[src/rtl/host_bus_pkg.sv]
// ----------------------------------------------------------------------
// host bus package
// shared widths, address-space codes, board register offsets and the
// watchdog state type for the register-bus fabric
// ----------------------------------------------------------------------
`default_nettype none

package host_bus_pkg;

    // ------------------------------------------------------------------
    // bus field types
    // ------------------------------------------------------------------
    typedef logic [15:0] addr_t;          // register bus address
    typedef logic [31:0] data_t;          // register bus data
    typedef logic [3:0]  space_t;         // address space, addr[15:12]
    typedef logic [3:0]  reg_off_t;       // register offset within a channel
    typedef logic [3:0]  chan_t;          // sampler channel
    typedef logic [3:0]  rt_addr_t;       // real-time write address
    typedef logic [5:0]  sample_addr_t;   // sample buffer address
    typedef logic [2:0]  wdog_code_t;     // watchdog period code

    // address spaces
    localparam space_t ADDR_MAIN = 4'd0;  // board and channel registers
    localparam space_t ADDR_HUB  = 4'd2;  // hub memory
    localparam space_t ADDR_PROM = 4'd3;  // prom block reads
    localparam space_t ADDR_ETH  = 4'd4;  // ethernet memory
    localparam space_t ADDR_FW   = 4'd5;  // firewire packet memory

    // channel 0 register offsets
    localparam reg_off_t REG_STATUS   = 4'd0;   // board status
    localparam reg_off_t REG_WDOG     = 4'd3;   // watchdog period code
    localparam reg_off_t REG_PROMSTAT = 4'd8;   // prom status
    localparam reg_off_t REG_PROMRES  = 4'd9;   // prom result
    localparam reg_off_t REG_IPADDR   = 4'd11;  // board ip address
    localparam reg_off_t REG_ETHRES   = 4'd12;  // ethernet result

    localparam data_t IP_RESET_VALUE = 32'hFFFF_FFFF;  // no address assigned

    // watchdog timer states
    typedef enum logic [1:0] {
        WDOG_OFF,       // period code zero, timer idle
        WDOG_RUN,       // counting since last host write
        WDOG_EXPIRED    // timed out, waiting for clear
    } wdog_state_t;

endpackage

`default_nettype wire

[src/rtl/board_regs.sv]
// ----------------------------------------------------------------------
// board registers, channel 0
// ip address and watchdog code registers, the watchdog timer and the
// channel 0 read mux
// ----------------------------------------------------------------------
`timescale 1ns/1ps
`default_nettype none

module board_regs import host_bus_pkg::*; #(
    parameter logic [15:0] WDOG_UNIT = 16'd50000   // sysclk cycles per code step
) (
    input  logic       sysclk,
    input  logic       reset,
    input  logic [3:0] board_id,          // rotary switch
    input  addr_t      reg_raddr,
    input  addr_t      reg_waddr,
    input  data_t      reg_wdata,
    input  logic       reg_wen,
    input  data_t      prom_status,
    input  data_t      prom_result,
    input  data_t      eth_result,
    input  data_t      reg_rdata_ext,
    input  logic       wdog_clear,        // drop timeout flag
    output data_t      chan0_rdata,
    output data_t      ip_address,
    output logic       wdog_period_led,
    output wdog_code_t wdog_period_status,
    output logic       wdog_timeout
);

    wdog_state_t wdog_state;
    wdog_code_t  wdog_code;
    logic [18:0] wdog_count;   // cycles since last host write
    logic [18:0] wdog_limit;   // code * unit
    logic        ip_wen;
    logic        wdog_wen;

    // write decode on the arbitrated bus, channel 0 only
    assign ip_wen   = reg_wen && (reg_waddr == {ADDR_MAIN, 8'h00, REG_IPADDR});
    assign wdog_wen = reg_wen && (reg_waddr == {ADDR_MAIN, 8'h00, REG_WDOG});
    assign wdog_limit = 19'(wdog_code) * 19'(WDOG_UNIT);

    always_ff @(posedge sysclk) begin
        if (reset) begin
            ip_address <= IP_RESET_VALUE;
        end else if (ip_wen) begin
            ip_address <= reg_wdata;
        end
    end

    // ------------------------------------------------------------------
    // watchdog timer
    // ------------------------------------------------------------------
    always_ff @(posedge sysclk) begin
        if (reset) begin
            wdog_state   <= WDOG_OFF;
            wdog_code    <= '0;
            wdog_count   <= '0;
            wdog_timeout <= 1'b0;
        end else if (wdog_wen) begin
            wdog_code  <= reg_wdata[2:0];
            wdog_count <= '0;
            if (reg_wdata[2:0] == 3'd0) begin
                wdog_state   <= WDOG_OFF;    // disabling also clears the flag
                wdog_timeout <= 1'b0;
            end else begin
                wdog_state <= WDOG_RUN;
            end
        end else begin
            if (wdog_clear) begin
                wdog_timeout <= 1'b0;
            end
            case (wdog_state)
                WDOG_RUN: begin
                    if (reg_wen) begin
                        wdog_count <= '0;                 // host is alive
                    end else if (wdog_count + 19'd1 >= wdog_limit) begin
                        wdog_state   <= WDOG_EXPIRED;     // count reaches the limit
                        wdog_timeout <= 1'b1;
                        wdog_count   <= wdog_count + 19'd1;
                    end else begin
                        wdog_count <= wdog_count + 19'd1;
                    end
                end
                WDOG_EXPIRED: begin
                    if (wdog_clear) begin
                        wdog_state <= (wdog_code == 3'd0) ? WDOG_OFF : WDOG_RUN;
                        wdog_count <= '0;
                    end
                end
                default: wdog_count <= '0;                // off, hold at zero
            endcase
        end
    end

    assign wdog_period_status = wdog_code;
    assign wdog_period_led    = |wdog_code;               // lit while enabled

    // channel 0 read mux, channel already decoded by the router
    always_comb begin
        case (reg_raddr[3:0])
            REG_STATUS:   chan0_rdata = {wdog_timeout, 3'd0, board_id, 24'd0};
            REG_WDOG:     chan0_rdata = {29'd0, wdog_code};
            REG_IPADDR:   chan0_rdata = ip_address;
            REG_PROMSTAT: chan0_rdata = prom_status;
            REG_PROMRES:  chan0_rdata = prom_result;
            REG_ETHRES:   chan0_rdata = eth_result;
            default:      chan0_rdata = reg_rdata_ext;
        endcase
    end

endmodule

`default_nettype wire

[src/rtl/fpga_bus_core.sv]
// ----------------------------------------------------------------------
// fpga bus core
// shared register bus fabric between the host-link masters and the
// board registers
// ----------------------------------------------------------------------
`timescale 1ns/1ps
`default_nettype none

module fpga_bus_core import host_bus_pkg::*; #(
    parameter logic [15:0] WDOG_UNIT = 16'd50000   // watchdog step in sysclk cycles
) (
    input  logic         sysclk,
    input  logic         reset,
    input  logic [3:0]   board_id,
    // block write engine
    input  logic         bw_write_en,
    input  logic         bw_reg_wen,
    input  logic         bw_blk_wen,
    input  logic         bw_blk_wstart,
    input  logic [7:0]   bw_reg_waddr,
    input  data_t        bw_reg_wdata,
    // ethernet master
    input  logic         eth_write_en,
    input  logic         eth_reg_wen,
    input  logic         eth_blk_wen,
    input  logic         eth_blk_wstart,
    input  addr_t        eth_reg_waddr,
    input  data_t        eth_reg_wdata,
    input  logic         eth_read_en,
    input  addr_t        eth_reg_raddr,
    // firewire master
    input  logic         fw_reg_wen,
    input  logic         fw_blk_wen,
    input  logic         fw_blk_wstart,
    input  addr_t        fw_reg_waddr,
    input  data_t        fw_reg_wdata,
    input  addr_t        fw_reg_raddr,
    // real-time write sources
    input  logic         eth_rt_wen,
    input  logic         fw_rt_wen,
    input  rt_addr_t     eth_rt_waddr,
    input  rt_addr_t     fw_rt_waddr,
    input  data_t        eth_rt_wdata,
    input  data_t        fw_rt_wdata,
    // data sampler
    input  logic         sample_busy,
    input  chan_t        sample_chan,
    input  logic         eth_sample_start,
    input  logic         fw_sample_start,
    input  logic         eth_sample_read,
    input  sample_addr_t eth_sample_raddr,
    input  sample_addr_t fw_sample_raddr,
    // read sources
    input  data_t        hub_rdata,
    input  data_t        prom_rdata,
    input  data_t        eth_io_rdata,
    input  data_t        eth_mac_rdata,
    input  data_t        fw_rdata,
    input  data_t        reg_rdata_ext,
    input  data_t        prom_status,
    input  data_t        prom_result,
    input  data_t        eth_result,
    input  logic         wdog_clear,
    // arbitrated buses
    output logic         reg_wen,
    output logic         blk_wen,
    output logic         blk_wstart,
    output addr_t        reg_waddr,
    output data_t        reg_wdata,
    output logic         rt_wen,
    output rt_addr_t     rt_waddr,
    output data_t        rt_wdata,
    output addr_t        reg_raddr,
    output data_t        reg_rdata,
    output logic         sample_start,
    output sample_addr_t sample_raddr,
    output data_t        ip_address,
    output logic         wdog_period_led,
    output wdog_code_t   wdog_period_status,
    output logic         wdog_timeout
);

    data_t chan0_rdata;   // board register read data into the router

    // ------------------------------------------------------------------
    // fabric blocks, port names match the nets one to one
    // ------------------------------------------------------------------
    write_bus_arbiter i_write_bus_arbiter (.*);   // drives write bus and rt port

    read_bus_select i_read_bus_select (.*);       // drives reg_raddr and sampling

    read_data_router i_read_data_router (.*);     // drives reg_rdata

    board_regs #(
        .WDOG_UNIT(WDOG_UNIT)
    ) i_board_regs (.*);                          // fed by the arbitrated write bus

endmodule

`default_nettype wire

[src/rtl/read_bus_select.sv]
// ----------------------------------------------------------------------
// read bus select
// read address ownership (sampler, ethernet, firewire), sample buffer
// reader select and start gating while sampling
// ----------------------------------------------------------------------
`timescale 1ns/1ps
`default_nettype none

module read_bus_select import host_bus_pkg::*; (
    input  logic         sample_busy,       // sampler owns the read address
    input  chan_t        sample_chan,       // channel being sampled
    input  logic         eth_read_en,       // ethernet owns the read address
    input  addr_t        eth_reg_raddr,
    input  addr_t        fw_reg_raddr,
    input  logic         eth_sample_start,
    input  logic         fw_sample_start,
    input  logic         eth_sample_read,   // ethernet reads the sample buffer
    input  sample_addr_t eth_sample_raddr,
    input  sample_addr_t fw_sample_raddr,
    output addr_t        reg_raddr,
    output sample_addr_t sample_raddr,
    output logic         sample_start
);

    addr_t sampler_raddr;  // offset 0 of the sampled channel

    assign sampler_raddr = {ADDR_MAIN, 4'd0, sample_chan, 4'd0};

    // ------------------------------------------------------------------
    // read address priority
    // ------------------------------------------------------------------
    always_comb begin
        if (sample_busy) begin
            reg_raddr = sampler_raddr;    // sampler first
        end else if (eth_read_en) begin
            reg_raddr = eth_reg_raddr;
        end else begin
            reg_raddr = fw_reg_raddr;     // firewire by default
        end
    end

    assign sample_raddr = eth_sample_read ? eth_sample_raddr : fw_sample_raddr;

    // a request during sampling is dropped, not queued
    assign sample_start = (eth_sample_start | fw_sample_start) & ~sample_busy;

endmodule

`default_nettype wire

[src/rtl/read_data_router.sv]
// ----------------------------------------------------------------------
// read data router
// returns the read data of the block that owns the addressed space,
// the external board is the default source
// ----------------------------------------------------------------------
`timescale 1ns/1ps
`default_nettype none

module read_data_router import host_bus_pkg::*; (
    input  addr_t reg_raddr,
    input  data_t hub_rdata,       // hub memory
    input  data_t prom_rdata,      // prom block reads
    input  data_t eth_io_rdata,    // ethernet io memory
    input  data_t eth_mac_rdata,   // ethernet mac registers
    input  data_t fw_rdata,        // firewire packet memory
    input  data_t chan0_rdata,     // board registers
    input  data_t reg_rdata_ext,   // external board
    output data_t reg_rdata
);

    space_t raddr_space;   // addr[15:12]
    chan_t  raddr_chan;    // addr[7:4]
    logic   is_chan0;      // main space, board channel

    assign raddr_space = reg_raddr[15:12];
    assign raddr_chan  = reg_raddr[7:4];
    assign is_chan0    = (raddr_space == ADDR_MAIN) && (raddr_chan == 4'd0);

    always_comb begin
        case (raddr_space)
            ADDR_HUB:  reg_rdata = hub_rdata;
            ADDR_PROM: reg_rdata = prom_rdata;
            ADDR_ETH:  reg_rdata = eth_io_rdata | eth_mac_rdata;  // idle side reads zero
            ADDR_FW:   reg_rdata = fw_rdata;
            default: begin
                if (is_chan0) begin
                    reg_rdata = chan0_rdata;
                end else begin
                    reg_rdata = reg_rdata_ext;   // motor channels and the rest
                end
            end
        endcase
    end

endmodule

`default_nettype wire

[src/rtl/write_bus_arbiter.sv]
// ----------------------------------------------------------------------
// write bus arbiter
// fixed priority mux of the register write bus (block write, ethernet,
// firewire) and of the real-time write port (ethernet, firewire)
// ----------------------------------------------------------------------
`timescale 1ns/1ps
`default_nettype none

module write_bus_arbiter import host_bus_pkg::*; (
    input  logic       bw_write_en,       // block write engine owns the bus
    input  logic       bw_reg_wen,
    input  logic       bw_blk_wen,
    input  logic       bw_blk_wstart,
    input  logic [7:0] bw_reg_waddr,      // short address, main space only
    input  data_t      bw_reg_wdata,
    input  logic       eth_write_en,      // ethernet owns the bus
    input  logic       eth_reg_wen,
    input  logic       eth_blk_wen,
    input  logic       eth_blk_wstart,
    input  addr_t      eth_reg_waddr,
    input  data_t      eth_reg_wdata,
    input  logic       fw_reg_wen,
    input  logic       fw_blk_wen,
    input  logic       fw_blk_wstart,
    input  addr_t      fw_reg_waddr,
    input  data_t      fw_reg_wdata,
    input  logic       eth_rt_wen,
    input  logic       fw_rt_wen,
    input  rt_addr_t   eth_rt_waddr,
    input  rt_addr_t   fw_rt_waddr,
    input  data_t      eth_rt_wdata,
    input  data_t      fw_rt_wdata,
    output logic       reg_wen,
    output logic       blk_wen,
    output logic       blk_wstart,
    output addr_t      reg_waddr,
    output data_t      reg_wdata,
    output logic       rt_wen,
    output rt_addr_t   rt_waddr,
    output data_t      rt_wdata
);

    // ------------------------------------------------------------------
    // register write bus, whole bundle from one master
    // ------------------------------------------------------------------
    always_comb begin
        if (bw_write_en) begin                  // real-time block write first
            reg_wen    = bw_reg_wen;
            blk_wen    = bw_blk_wen;
            blk_wstart = bw_blk_wstart;
            reg_waddr  = {8'd0, bw_reg_waddr};  // zero extend
            reg_wdata  = bw_reg_wdata;
        end else if (eth_write_en) begin
            reg_wen    = eth_reg_wen;
            blk_wen    = eth_blk_wen;
            blk_wstart = eth_blk_wstart;
            reg_waddr  = eth_reg_waddr;
            reg_wdata  = eth_reg_wdata;
        end else begin                          // firewire is the default owner
            reg_wen    = fw_reg_wen;
            blk_wen    = fw_blk_wen;
            blk_wstart = fw_blk_wstart;
            reg_waddr  = fw_reg_waddr;
            reg_wdata  = fw_reg_wdata;
        end
    end

    // real-time port, ethernet wins while it strobes
    assign rt_wen   = eth_rt_wen ? eth_rt_wen   : fw_rt_wen;
    assign rt_waddr = eth_rt_wen ? eth_rt_waddr : fw_rt_waddr;
    assign rt_wdata = eth_rt_wen ? eth_rt_wdata : fw_rt_wdata;

endmodule

`default_nettype wire

[config.mk]
export PLATFORM = sky130hd
export DESIGN_NAME = fpga_bus_core
export DESIGN_NICKNAME = d
export VERILOG_FILES = /design/src/rtl/host_bus_pkg.sv /design/src/rtl/board_regs.sv /design/src/rtl/fpga_bus_core.sv /design/src/rtl/read_bus_select.sv /design/src/rtl/read_data_router.sv /design/src/rtl/write_bus_arbiter.sv
export SDC_FILE = /design/constraint.sdc
export NUM_CORES = 1
export LEC_CHECK = 0
export BUFFER_PORTS_ARGS = -buffer_cell sky130_fd_sc_hd__buf_2
export CAP_MARGIN = 20
export CORE_AREA = 2 2 290 292
export DETAILED_ROUTE_END_ITERATION = 12
export DIE_AREA = 0 0 292 294
export HOLD_SLACK_MARGIN = 0.08
export PLACE_DENSITY = 0.3
export SLEW_MARGIN = 5
export SYNTH_ARGS = -nofsm -noshare
export SYNTH_HDL_FRONTEND = slang
export SYNTH_HIERARCHICAL = 1
export SYNTH_SLANG_ARGS = --single-unit
[constraint.sdc]
create_clock -name sysclk -period 3.4 [get_ports sysclk]
set_input_delay 0.68 -clock sysclk [delete_from_list [all_inputs] [get_ports sysclk]]
set_output_delay 0.68 -clock sysclk [all_outputs]
set_load 0.005 [all_outputs]
==> metrics.yaml <==
clocking:
  htreeDepth: 3
  clkTransAtPathRegs_ns: 0.05
  numCtsBuffers: 9
  cts_max_path_buffers: 2
  insertion_delay_ns: 0.35
  clock-root-buffer: "sky130_fd_sc_hd__clkbuf_16"
  tritoncts: "done"
  clock_sink_count: 57
floorplan:
  initial_utilization_pct: 9.15
  floorplan.die.height_um: 294
  die_width_um: 292
  die-area_um2: 85800
  num_rows: 106
  core_region_area_um2: 82900
  number_of_top_level_pins: 749
worst_setup_path:
  critPathMostFrequentCell: "sky130_fd_sc_hd__mux2i_1"
  crit_required_ns: 2.72
  critPathLaunchType: "primary input"
  rr_endpoint: "i_board_regs/wdog_state[1]"
  rr_worst_depth: 13
  timing.critical_path.buf_inv: 5
  crit_path_max_incr_delay_ns: 0.84
  worstReg2RegStart: "i_board_regs/wdog_count[0]"
  cp.arrival_ns: 3.03
  critical_path.slowest_cell: "sky130_fd_sc_hd__a222oi_1"
  critical-path-top-delay-family: "compound AO/OA/AOI/OAI gates"
  critical_path_peak_fanout: 5
  crit_chain: "buf_8 > buf_6 > mux2i_1 > nor2_1 > buf_4 > nor2_2 > and2_4 > buf_12 > a222oi_1 > nand3_1 > mux2i_1 > o211ai_1 > buf_2"
  timing.critical_path.to_type: "primary output"
  path_class: "primary input to primary output"
  r2r_setup_slk_ns: 0.31
finish:
  filler_cell_count: 9574
  drive_gt1_share_pct: 56.8
  multi_input_area_um2: 6050
  regArea_um2: 1140
  fin_nets: 2365
  layout-area-overhead-vs-synth_pct: 84.4
place:
  port_buffers: 748
  pre_cts_slack_ns: -0.575
  gp_congestion: 0.867
  dp.final_hpwl_mm: 54.9
timing:
  postLayoutSetupSlackWorst_ns: -0.307
  layout_min_cycle_time_ns: 3.71
  holdWs_ns: 0.497
  clock.fmax_ghz: 0.270
  rsz_0062_raised_after_global_routing: "yes"
  least_margin_pin_slew_ns: 1.04
  totalNegativeSetupSlack_ns: -3.32
  hold_viol_final: 0
  worst_slew_margin_rel_pct: 31.0
  finalCritPeriodShare_pct: 109
  finalClockSkew_ns: 0.00580
  final-max-slew-violation-count: 0
  final-setup-viol-count: 27
power_and_ir_drop:
  cellPowerDensity_nw_per_um2: 220
  power_frac_comb_pct: 47.0
  cellLeakagePower_nw: 6.92
  p_seq_share_pct: 21.7
  p_sw_share_pct: 35.3
  ir_drop_v: 0.000185
  power.clock.fraction_pct: 31.3
  finalPower_mw: 3.08
  net-switching-power_mw: 1.09
  p_int_mw: 1.99
yosys:
  synthMostInstantiatedCell: "sky130_fd_sc_hd__nand2_1"
  synth_area_leader_cell: "sky130_fd_sc_hd__dfxtp_1"
  post_synth_num_cell_types: 57
  yosysSeqAreaShare_pct: 15.0
  synth_cells: 974
  ys_ff_latch: 57
  synthesis.area_per_instance_um2: 7.79
  yosys_most_used_dff: "sky130_fd_sc_hd__dfxtp_1"
  syn-cell-area_um2: 7590
  synth_top_area_share_pct: 15.0
  ys_async_sr_fraction_pct: 0
  synth_warnings: 6
  post_synth_main_area_contributors: "sky130_fd_sc_hd__dfxtp_1, sky130_fd_sc_hd__mux2i_1, sky130_fd_sc_hd__nand2_1, sky130_fd_sc_hd__mux2_2, sky130_fd_sc_hd__mux2_4"
  list_of_most_frequent_post_synthesis_cells: "sky130_fd_sc_hd__nand2_1, sky130_fd_sc_hd__mux2i_1, sky130_fd_sc_hd__nor2_1"
  synth_enable_flop_cells: 0
  syn-num-nets: 1569
drt:
  top_layer_used: "met5"
  met2RoutedLength_mm: 32.5
  drt_iter0_markers: 664
  routedWlPerCell_um: 22.4
  route.detailed.drc: 0
  route.met3.wl_mm: 3.90
  wirelength_met1_mm: 25.6
  finalWirelength_mm: 64.0
  detailroute.via_count: 10948
  viasPerCell: 3.82
  drt-pass1-iter-count: 8
  route.antenna.remaining_nets: 0
global_route:
  initial_antenna_violation_count: 30
  grt_start_max_net_pins: 50
  globalRouteTotalUtil_pct: 14.1
  grt_first_pass_wirelength_mm: 85.5
  first_global_vias: 11119
  grt_overflow: 0
min_path:
  hold_path_depth: 2
  worst_hold_path_type: "flop to flop"
  hold_start: "i_board_regs/ip_address[14]"
  hold-path-endpoint: "i_board_regs/ip_address[14]"
status:
  outcome: "finished, violations left"
  violations_in_the_final_reports: "negative setup slack"
job:
  maxCapViolations: 0
-- worst reg2reg max path, delay by kind of cell, from the launching register on --
| family | cells | cell delay [ns] |
|---|---|---|
| simple gates | 5 | 0.89 |
| flops | 1 | 0.43 |
| buf+inv | 1 | 0.17 |
| compound gates | 4 | 0.66 |
| xor+xnor | 1 | 0.32 |
| fa+ha+maj | 2 | 0.51 |
-- layout by cell type (no fill, tap or decap), drive strengths merged, types with 2 or more instances in the layout --
cell    netlist  final
a21o          3      3
a21oi        19     19
a222oi       32     32
a22o          4      4
a22oi        46     46
a31oi         2      2
and2          4      4
and3          4      4
and4          3      3
buf          38    864
clkbuf       44     11
clkinv        0      3
dfxtp        57     57
diode         0     10
ha           26     26
inv          14     14
mux2         79     79
mux2i       102    102
nand2       178    178
nand3        36     36
nand3b       34     34
nand4         5      5
nor2         60     61
nor2b         6      6
nor3          9      9
nor3b         2      2
nor4          7      7
nor4b         2      2
o211ai       33     33
o21ai        86     86
o31ai         6      6
or2           3      3
xnor2        14     14
xor2          7      7
-- logic make-up (layout without fill, tap and decap cells) --
family	count (synthesis)	after routing	synth area share [%]
simple gates	356	357	22.9
compound gates	237	237	21.2
mux	181	181	26.6
buf+inv	96	895	7.52
flops	57	57	15.0
fa+ha+maj	26	26	4.29
xor+xnor	21	21	2.42
other cells	0	10	0
-- worst max path at each step --
stage	endpoint	cells after the start	from	slack, ns
2_1_floorplan	reg_rdata[15]	13	eth_read_en	0.02
3_3_place_gp	reg_rdata[22]	11	eth_read_en	-0.50
3_5_place_dp	reg_rdata[22]	11	eth_read_en	-0.57
4_1_cts	reg_rdata[22]	12	eth_read_en	-0.34
5_1_grt	reg_rdata[22]	12	eth_read_en	-0.43
6_report	reg_rdata[22]	13	eth_read_en	-0.31
-- area by class of cell --
type	instances	share of cell area (%)
Multi-Input combinational cell	822	43.2
Timing Repair Buffer	866	36.3
Tap cell	1080	9.66
Sequential cell	57	8.16
Clock buffer	10	1.71
Clock inverter	5	0.402
Inverter	14	0.376
Antenna cell	10	0.179
-- metal layers --
metal	vias to the layer above	track usage (%)
met5	-	0
met4	26	4.31
met3	96	2.95
met2	495	25.6
met1	5099	16.4
li1	5232	-
-- stage by stage --
stage	util (%)	area, um2	instances
2_1_floorplan	-	7590	974
3_3_place_gp	15.8	13100	2809
3_5_place_dp	15.8	13100	2809
4_1_cts	16.8	13900	2851
5_1_grt	16.9	14000	2860
6_report	16.9	14000	2864
-- registers in the layout, summed over array words and instances (netlist names) --
register	cells
i_board_regs/ip_address	32
i_board_regs/wdog_count	19
i_board_regs/wdog_period_status	3
i_board_regs/wdog_state	2
i_board_regs/wdog_timeout	1
-- power groups by stage --
stage | Combinational (mW) | Clock [mW] | Sequential [mW]
6_report | 1.45 | 0.963 | 0.668
5_1_grt | 1.56 | 1.03 | 0.668
4_1_cts | 1.47 | 1.02 | 0.668
3_5_place_dp | 1.37 | 0 | 0.683
3_3_place_gp | 1.37 | 0 | 0.683
2_1_floorplan | 0.556 | 0 | 0.683
-- repair_timing --
action                     4_1_cts  5_1_grt
hold buffers                     0        0
cloned                           7        0
resized for setup               57        7
pin swaps                       34       15
setup endpoints to repair       32       34
buffers inserted                20        3
(Power assumes the default switching activity.)
